<file path="src/common/cpu_pkg.sv">
`default_nettype none

package cpu_pkg;

  localparam int DATA_W     = 32;
  localparam int NUM_REGS   = 8;
  localparam int PROG_DEPTH = 32;
  localparam int MUL_W      = 16;  // Low half of a word

  typedef logic [DATA_W-1:0]              data_t;
  typedef logic [$clog2(NUM_REGS)-1:0]   reg_idx_t;
  typedef logic [$clog2(PROG_DEPTH)-1:0] prog_addr_t;

  // Codes 8 and 10..15 are undefined and write zero
  typedef enum logic [3:0] {
    ADD  = 4'd0,
    SUB  = 4'd1,
    MUL  = 4'd2,
    AND  = 4'd3,
    OR   = 4'd4,
    XOR  = 4'd5,
    GT   = 4'd6,
    LT   = 4'd7,
    PASS = 4'd9
  } alu_op_e;

  typedef struct packed {
    alu_op_e                  op;
    reg_idx_t                 rd;
    reg_idx_t                 ra;
    reg_idx_t                 rb;
    logic [DATA_W-14:0]       unused;  // Ignored by the machine
  } instr_t;

  typedef struct packed {
    prog_addr_t addr;
    instr_t     word;
  } prog_write_t;

  typedef struct packed {
    data_t r0;
    data_t r1;
  } port_load_t;

  // Instruction in the execute stage
  typedef struct packed {
    alu_op_e  op;
    reg_idx_t rd;
    reg_idx_t ra;
    reg_idx_t rb;
    logic     wr_en;
  } exec_t;

endpackage

`default_nettype wire
</file>
<file path="src/hdl/cpu_top.sv">
`timescale 1ns/1ps
`default_nettype none

module cpu_top (
  input  wire                  clk,
  input  wire                  reset,
  input  wire                  prog_valid,
  input  wire cpu_pkg::prog_write_t prog_data,
  input  wire                  load_valid,
  input  wire cpu_pkg::port_load_t  load_data,
  input  wire                  run_valid,
  output logic                 prog_ready,
  output logic                 load_ready,
  output logic                 run_ready,
  output logic                 busy,
  output cpu_pkg::data_t       port0_out,
  output cpu_pkg::data_t       port1_out
);

  logic                prog_we;
  logic                load_en;
  cpu_pkg::prog_addr_t fetch_addr;
  cpu_pkg::instr_t     fetch_word;
  cpu_pkg::exec_t      exec;
  cpu_pkg::data_t      operand_a;
  cpu_pkg::data_t      operand_b;
  cpu_pkg::data_t      result;

  // Control: handshakes, run state and pipeline
  sequencer u_sequencer (
    .clk        (clk),
    .reset      (reset),
    .prog_valid (prog_valid),
    .load_valid (load_valid),
    .run_valid  (run_valid),
    .fetch_word (fetch_word),
    .prog_ready (prog_ready),
    .load_ready (load_ready),
    .run_ready  (run_ready),
    .prog_we    (prog_we),
    .load_en    (load_en),
    .busy       (busy),
    .fetch_addr (fetch_addr),
    .exec       (exec)
  );

  program_mem u_program_mem (
    .clk        (clk),
    .prog_we    (prog_we),
    .prog_data  (prog_data),
    .fetch_addr (fetch_addr),
    .fetch_word (fetch_word)
  );

  register_file u_register_file (
    .clk       (clk),
    .reset     (reset),
    .exec      (exec),
    .result    (result),
    .load_en   (load_en),
    .load_data (load_data),
    .operand_a (operand_a),
    .operand_b (operand_b),
    .port0_out (port0_out),
    .port1_out (port1_out)
  );

  alu u_alu (
    .exec      (exec),
    .operand_a (operand_a),
    .operand_b (operand_b),
    .result    (result)
  );

endmodule

`default_nettype wire

</file>
<file path="src/hdl/sequencer.sv">
`timescale 1ns/1ps
`default_nettype none

module sequencer (
  input  wire                  clk,
  input  wire                  reset,
  input  wire                  prog_valid,
  input  wire                  load_valid,
  input  wire                  run_valid,
  input  wire cpu_pkg::instr_t fetch_word,
  output logic                 prog_ready,
  output logic                 load_ready,
  output logic                 run_ready,
  output logic                 prog_we,
  output logic                 load_en,
  output logic                 busy,
  output cpu_pkg::prog_addr_t  fetch_addr,
  output cpu_pkg::exec_t       exec
);

  localparam cpu_pkg::prog_addr_t LAST_ADDR = cpu_pkg::prog_addr_t'(cpu_pkg::PROG_DEPTH - 1);

  logic run_fire;
  logic fetch_v;  // fetch_addr carries a real address this cycle
  logic word_v;   // fetch_word is a real program word this cycle

  // All channels open only while idle
  assign prog_ready = !busy;
  assign load_ready = !busy;
  assign run_ready  = !busy;

  assign prog_we  = prog_valid && prog_ready;
  assign load_en  = load_valid && load_ready;
  assign run_fire = run_valid && run_ready;

  always_ff @(posedge clk or posedge reset)
  begin
    if (reset)
    begin
      busy       <= 1'b0;
      fetch_v    <= 1'b0;
      word_v     <= 1'b0;
      fetch_addr <= '0;
      exec       <= '0;
    end
    else
    begin
      // Memory read latency is one cycle
      word_v <= fetch_v;

      // Instruction register
      exec.op    <= fetch_word.op;
      exec.rd    <= fetch_word.rd;
      exec.ra    <= fetch_word.ra;
      exec.rb    <= fetch_word.rb;
      exec.wr_en <= word_v;  // Fill and drain write nothing

      if (run_fire)
      begin
        busy       <= 1'b1;
        fetch_v    <= 1'b1;
        fetch_addr <= '0;
      end
      else if (fetch_v)
      begin
        fetch_addr <= fetch_addr + cpu_pkg::prog_addr_t'(1);
        if (fetch_addr == LAST_ADDR)
          fetch_v <= 1'b0;
      end

      // Last word in execute with nothing behind it
      if (busy && exec.wr_en && !word_v)
        busy <= 1'b0;
    end
  end

endmodule

`default_nettype wire

</file>
<file path="src/hdl/program_mem.sv">
`timescale 1ns/1ps
`default_nettype none

module program_mem (
  input  wire                       clk,
  input  wire                       prog_we,
  input  wire cpu_pkg::prog_write_t prog_data,
  input  wire cpu_pkg::prog_addr_t  fetch_addr,
  output cpu_pkg::instr_t           fetch_word
);

  cpu_pkg::instr_t     mem [cpu_pkg::PROG_DEPTH];
  cpu_pkg::prog_addr_t addr_q;

  always_ff @(posedge clk)
  begin
    if (prog_we)
      mem[prog_data.addr] <= prog_data.word;
    addr_q <= fetch_addr;  // Registered read address
  end

  // Word shows up one cycle after its address
  assign fetch_word = mem[addr_q];

endmodule

`default_nettype wire

</file>
<file path="src/register_file/register_file.sv">
`timescale 1ns/1ps
`default_nettype none

module register_file (
  input  wire                      clk,
  input  wire                      reset,
  input  wire cpu_pkg::exec_t      exec,
  input  wire cpu_pkg::data_t      result,
  input  wire                      load_en,
  input  wire cpu_pkg::port_load_t load_data,
  output cpu_pkg::data_t           operand_a,
  output cpu_pkg::data_t           operand_b,
  output cpu_pkg::data_t           port0_out,
  output cpu_pkg::data_t           port1_out
);

  cpu_pkg::data_t regs [cpu_pkg::NUM_REGS];

  always_ff @(posedge clk or posedge reset)
  begin
    if (reset)
    begin
      for (int i = 0; i < cpu_pkg::NUM_REGS; i++)
        regs[i] <= '0;
    end
    else
    begin
      // Host load of r0/r1, only while idle
      if (load_en)
      begin
        regs[0] <= load_data.r0;
        regs[1] <= load_data.r1;
      end
      if (exec.wr_en)
        regs[exec.rd] <= result;  // Write-back at end of execute
    end
  end

  // Combinational reads see the previous instruction's write
  assign operand_a = regs[exec.ra];
  assign operand_b = regs[exec.rb];

  assign port0_out = regs[0];
  assign port1_out = regs[1];

endmodule

`default_nettype wire

</file>
<file path="src/alu/alu.sv">
`timescale 1ns/1ps
`default_nettype none

module alu (
  input  wire cpu_pkg::exec_t exec,
  input  wire cpu_pkg::data_t operand_a,
  input  wire cpu_pkg::data_t operand_b,
  output cpu_pkg::data_t      result
);

  logic [2*cpu_pkg::MUL_W-1:0] mul_product;

  // Product of the low halves only
  vedic_mult #(
    .WIDTH (cpu_pkg::MUL_W)
  ) u_vedic_mult (
    .a       (operand_a[cpu_pkg::MUL_W-1:0]),
    .b       (operand_b[cpu_pkg::MUL_W-1:0]),
    .product (mul_product)
  );

  always_comb
  begin
    case (exec.op)
      cpu_pkg::ADD:
        result = operand_a + operand_b;  // Wraps mod 2^32
      cpu_pkg::SUB:
        result = operand_a - operand_b;
      cpu_pkg::MUL:
        result = mul_product;
      cpu_pkg::AND:
        result = operand_a & operand_b;
      cpu_pkg::OR:
        result = operand_a | operand_b;
      cpu_pkg::XOR:
        result = operand_a ^ operand_b;
      // Unsigned compares give 1 or 0
      cpu_pkg::GT:
        result = {{(cpu_pkg::DATA_W-1){1'b0}}, operand_a > operand_b};
      cpu_pkg::LT:
        result = {{(cpu_pkg::DATA_W-1){1'b0}}, operand_a < operand_b};
      cpu_pkg::PASS:
        result = operand_a;
      default:
        result = '0;  // Undefined opcodes
    endcase
  end

endmodule

`default_nettype wire

</file>
<file path="src/alu/vedic_mult.sv">
`timescale 1ns/1ps
`default_nettype none

// Recursion stops at width 2 or at an odd width
module vedic_mult #(
  parameter int WIDTH = 16
) (
  input  wire  [WIDTH-1:0]   a,
  input  wire  [WIDTH-1:0]   b,
  output logic [2*WIDTH-1:0] product
);

  generate
    if ((WIDTH <= 2) || (WIDTH % 2 != 0))
    begin : g_leaf
      assign product = {{WIDTH{1'b0}}, a} * {{WIDTH{1'b0}}, b};
    end
    else
    begin : g_split
      localparam int HALF = WIDTH / 2;

      // Half-width partial products
      logic [WIDTH-1:0]   pp_ll;
      logic [WIDTH-1:0]   pp_hl;
      logic [WIDTH-1:0]   pp_lh;
      logic [WIDTH-1:0]   pp_hh;
      logic [2*WIDTH-1:0] t_ll;
      logic [2*WIDTH-1:0] t_hl;
      logic [2*WIDTH-1:0] t_lh;
      logic [2*WIDTH-1:0] t_hh;

      vedic_mult #(.WIDTH(HALF)) u_ll (.a(a[HALF-1:0]),     .b(b[HALF-1:0]),     .product(pp_ll));
      vedic_mult #(.WIDTH(HALF)) u_hl (.a(a[WIDTH-1:HALF]), .b(b[HALF-1:0]),     .product(pp_hl));
      vedic_mult #(.WIDTH(HALF)) u_lh (.a(a[HALF-1:0]),     .b(b[WIDTH-1:HALF]), .product(pp_lh));
      vedic_mult #(.WIDTH(HALF)) u_hh (.a(a[WIDTH-1:HALF]), .b(b[WIDTH-1:HALF]), .product(pp_hh));

      // Cross terms shift by HALF and the high term by WIDTH
      assign t_ll = {{WIDTH{1'b0}}, pp_ll};
      assign t_hl = {{HALF{1'b0}}, pp_hl, {HALF{1'b0}}};
      assign t_lh = {{HALF{1'b0}}, pp_lh, {HALF{1'b0}}};
      assign t_hh = {pp_hh, {WIDTH{1'b0}}};

      assign product = t_ll + t_hl + t_lh + t_hh;  // Full width keeps every carry
    end
  endgenerate

endmodule

`default_nettype wire

</file>
<file path="config.mk">
export PLATFORM = sky130hd
export DESIGN_NAME = cpu_top
export DESIGN_NICKNAME = d
export VERILOG_FILES = /design/src/common/cpu_pkg.sv /design/src/hdl/cpu_top.sv /design/src/hdl/sequencer.sv /design/src/hdl/program_mem.sv /design/src/register_file/register_file.sv /design/src/alu/alu.sv /design/src/alu/vedic_mult.sv
export SDC_FILE = /design/constraint.sdc
export NUM_CORES = 2
export LEC_CHECK = 0
export ABC_AREA = 0
export BUFFER_PORTS_ARGS = -buffer_cell sky130_fd_sc_hd__buf_4
export CORE_ASPECT_RATIO = 1.2
export CORE_UTILIZATION = 51
export CTS_CLUSTER_SIZE = 8
export DETAILED_ROUTE_END_ITERATION = 8
export GPL_ROUTABILITY_DRIVEN = 0
export PLACE_DENSITY = 0.71
export SLEW_MARGIN = 20
export SYNTH_ARGS = -nofsm -noshare
export SYNTH_HDL_FRONTEND = slang
export SYNTH_SLANG_ARGS = --single-unit
</file>
<file path="constraint.sdc">
create_clock -name clk -period 12.6 [get_ports clk]
set_clock_uncertainty 0.05 [all_clocks]
set_input_delay 1.26 -clock clk [delete_from_list [all_inputs] [get_ports clk]]
set_output_delay 1.26 -clock clk [all_outputs]
set_load 0.005 [all_outputs]
</file>
==> results.md <==
- CTS-repair resized insts: 0
- Syn avg cell area: 11.4 um^2
- Critical Path Source Type: flip-flop
- Share of layout cells above drive strength 1: 17.2%
- Synth area leader: edfxtp_1
- Critical Path AT: 11480 ps
- Number of synthesized flops with an enable pin: 416
- Clock tree buffer depth: 3
- Crit-path max cell delay: 760 ps
- Reg clk slew, reported paths: 50 ps
- Hold Path Class: reg2reg
- 1st-iter DRT viols: 3286
- Area growth syn-to-layout: 10.4%
- Maxcap violations: 0
- Worst Setup Path Type: reg2reg
- Core area: 92200 um^2
- Simple-gate area share of the yosys netlist: 8.06%
- RSZ-0062 raised after global routing: false
- WL final: 128000 um
- Tot GR Track Use: 27.5%
- Critical Path End Type: flip-flop
- Seq cells post-synth: 699
- Num CTS Buffers: 97
- Area contributors post-synth: edfxtp_1 26%, dfrtp_1 15%, mux4_2 12%
- Post-route ant nets: 0
- IO Port Bufs: 154
- Required @ worst endpoint: 13020 ps
- DIE HEIGHT: 336 um
- CTS tree: built
- Min cycle time layout: 11050 ps
- Post-Synth XOR/XNOR Area: 2.10%
- Tcrit/Tclk final: 87.7%
- Initial antenna violation count: 0
- Cell Area, Synth: 47500 um^2
- FMAX: 0.0905 GHz
- Asr flop ratio synth: 39.8%
- H-Tree Depth: 3
- Count of pins on the block boundary: 174
- Warnings from Yosys: 0
- Global-route wire length before repair: 198000 um
- Fin nets: 4834
- Mux cell area share after synthesis: 14.2%
- Clk Latency, worst-skew pair: 640 ps
- Final Hold Fails: 0
- Post-synth top area share: 26.3%
- Vias in the first global route: 34100
- Complex-gate fraction of the synthesized area: 11.8%
- Drt pass-1 iters: 8
- Top cell by count, worst path: ha_1
- Clock Sinks: 699
- Area after DPL: 49600 um^2
- DR vias/cell: 6.13
- Post-synth top cells: 449 x inv_1, 416 x edfxtp_1, 408 x nor2_1
- CP max FO: 25
- GRT overflow: 0
- DR vias: 33600
- Effective utilization at floorplan: 51.5%
- Die Area: 94400 um^2
- Slowest cell on crit path: dfrtp_4
- CTS root buffer: clkbuf_16
- # setup viols final: 0
- Die W: 281 um
- Row Count: 122
- Synth Instances: 4151
- DP HPWL: 89300 um
- Slew Limit Headroom: 23.8%
- Slew @ Worst Pin: 1140 ps
- Main synth FF type: edfxtp_1
- Register area share after synthesis: 41.2%
- Adder-cell area share of the yosys netlist: 16.2%
- Largest family of logic cells by synthesized area: adder cells
- Status: completed
- Top-count cell post-synth: inv_1
- Number of distinct library cells after synthesis: 94
- Hold-fix buffer count after cts: 0
- DR WL/cell: 23.3 um
- Pin count of the biggest net entering global routing: 183
- Fin. max-slew vios: 0
- Syn Nets: 4790
- Fillcell total: 7531
- Post-route DRC violation count: 0
- Final instance area: 52400 um^2
- Setup TNS: 0 ps
- Post-CTS setup buffer count: 0
-- logic make-up after synthesis --
kind of cell	Yosys count
xor+xnor	114
buf+inv	735
mux	349
fa+ha+maj	533
compound gates	843
flops	699
simple gates	878
-- metal layers --
layer | up-vias | GRT usage (%) | share of wire (%) | wire length, um
met1 | 16900 | 34.4 | 38 | 49000
met4 | 0 | 11.6 | 4.1 | 5250
met3 | 290 | 3.42 | 6.7 | 8580
met2 | 1487 | 48.0 | 51 | 65200
met5 | - | 0 | 0 | 0
li1 | 14900 | - | - | -
-- cells in the final DEF, fill, tap and decap left out, types with 17 or more instances in the layout --
cell type / Yosys / routed
a211oi_1: 81 / 81
a21o_1: 39 / 39
a21oi_1: 241 / 241
a221oi_1: 25 / 25
a31oi_1: 17 / 17
buf_4: 68 / 225
clkbuf_1: 158 / 45
clkbuf_16: 0 / 97
dfrtp_1: 278 / 272
edfxtp_1: 416 / 416
fa_1: 139 / 139
ha_1: 394 / 394
inv_1: 449 / 448
mux2_2: 20 / 20
mux2i_1: 71 / 50
mux2i_2: 0 / 21
mux4_2: 258 / 258
nand2_1: 253 / 253
nand3_1: 28 / 24
nor2_1: 408 / 384
nor2_2: 1 / 24
nor2b_1: 89 / 88
o21ai_0: 225 / 225
o21bai_1: 18 / 18
o221ai_1: 24 / 24
o22ai_1: 17 / 17
xnor2_1: 68 / 68
xor2_1: 46 / 46
-- worst paths after layout --
path / startpoint / end / slack, ps / depth (start not counted)
hold reg to reg: u_sequencer.word_v / u_sequencer.exec[0] / 340 / 0
setup reg to reg: u_sequencer.exec[1] / flip-flop / 1550 / 42
hold / removal: u_sequencer.word_v / u_sequencer.exec[0] / 340 / 0
max in group asynchronous: reset / async pin / 10230 / 3
min in group asynchronous: reset / u_register_file.port1_out[0] / 670 / 2
setup / recovery: u_sequencer.exec[1] / flip-flop / 1550 / 42
-- critical path, delay by kind of cell, from the launching register on --
kind            cells  cell delay [ps]
fa+ha+maj          11             3940
compound gates     14             3050
mux                 2             1080
flops               1              760
simple gates        5              750
buf+inv             7              730
xor+xnor            3              470
-- stage by stage --
step                      std cells  hold WS (ps)  worst slack (ps)  util (%)
after floorplan                4151           302              2490         -
after global placement         5335           323              1760      53.8
after detailed placement       5335           324              1580      53.8
after CTS                      5485           338              1550      56.8
after global routing           5486           344               826      56.8
final                          5487           339              1550      56.8
-- layout make-up --
cell class,instances,area [um^2],area share [%]
Tap cell,1240,1550,2.96
Clock inverter,8,145,0.277
Inverter,453,1710,3.26
Sequential cell,699,19600,37.4
Multi-Input combinational cell,2717,25100,47.9
Timing Repair Buffer,227,1730,3.30
Antenna cell,1,2.50,0.00477
Clock buffer,142,2600,4.95
Power is left out: the tool's default activity adds up to more than one toggle a clock period on the data nets, which glitch-free logic cannot reach.
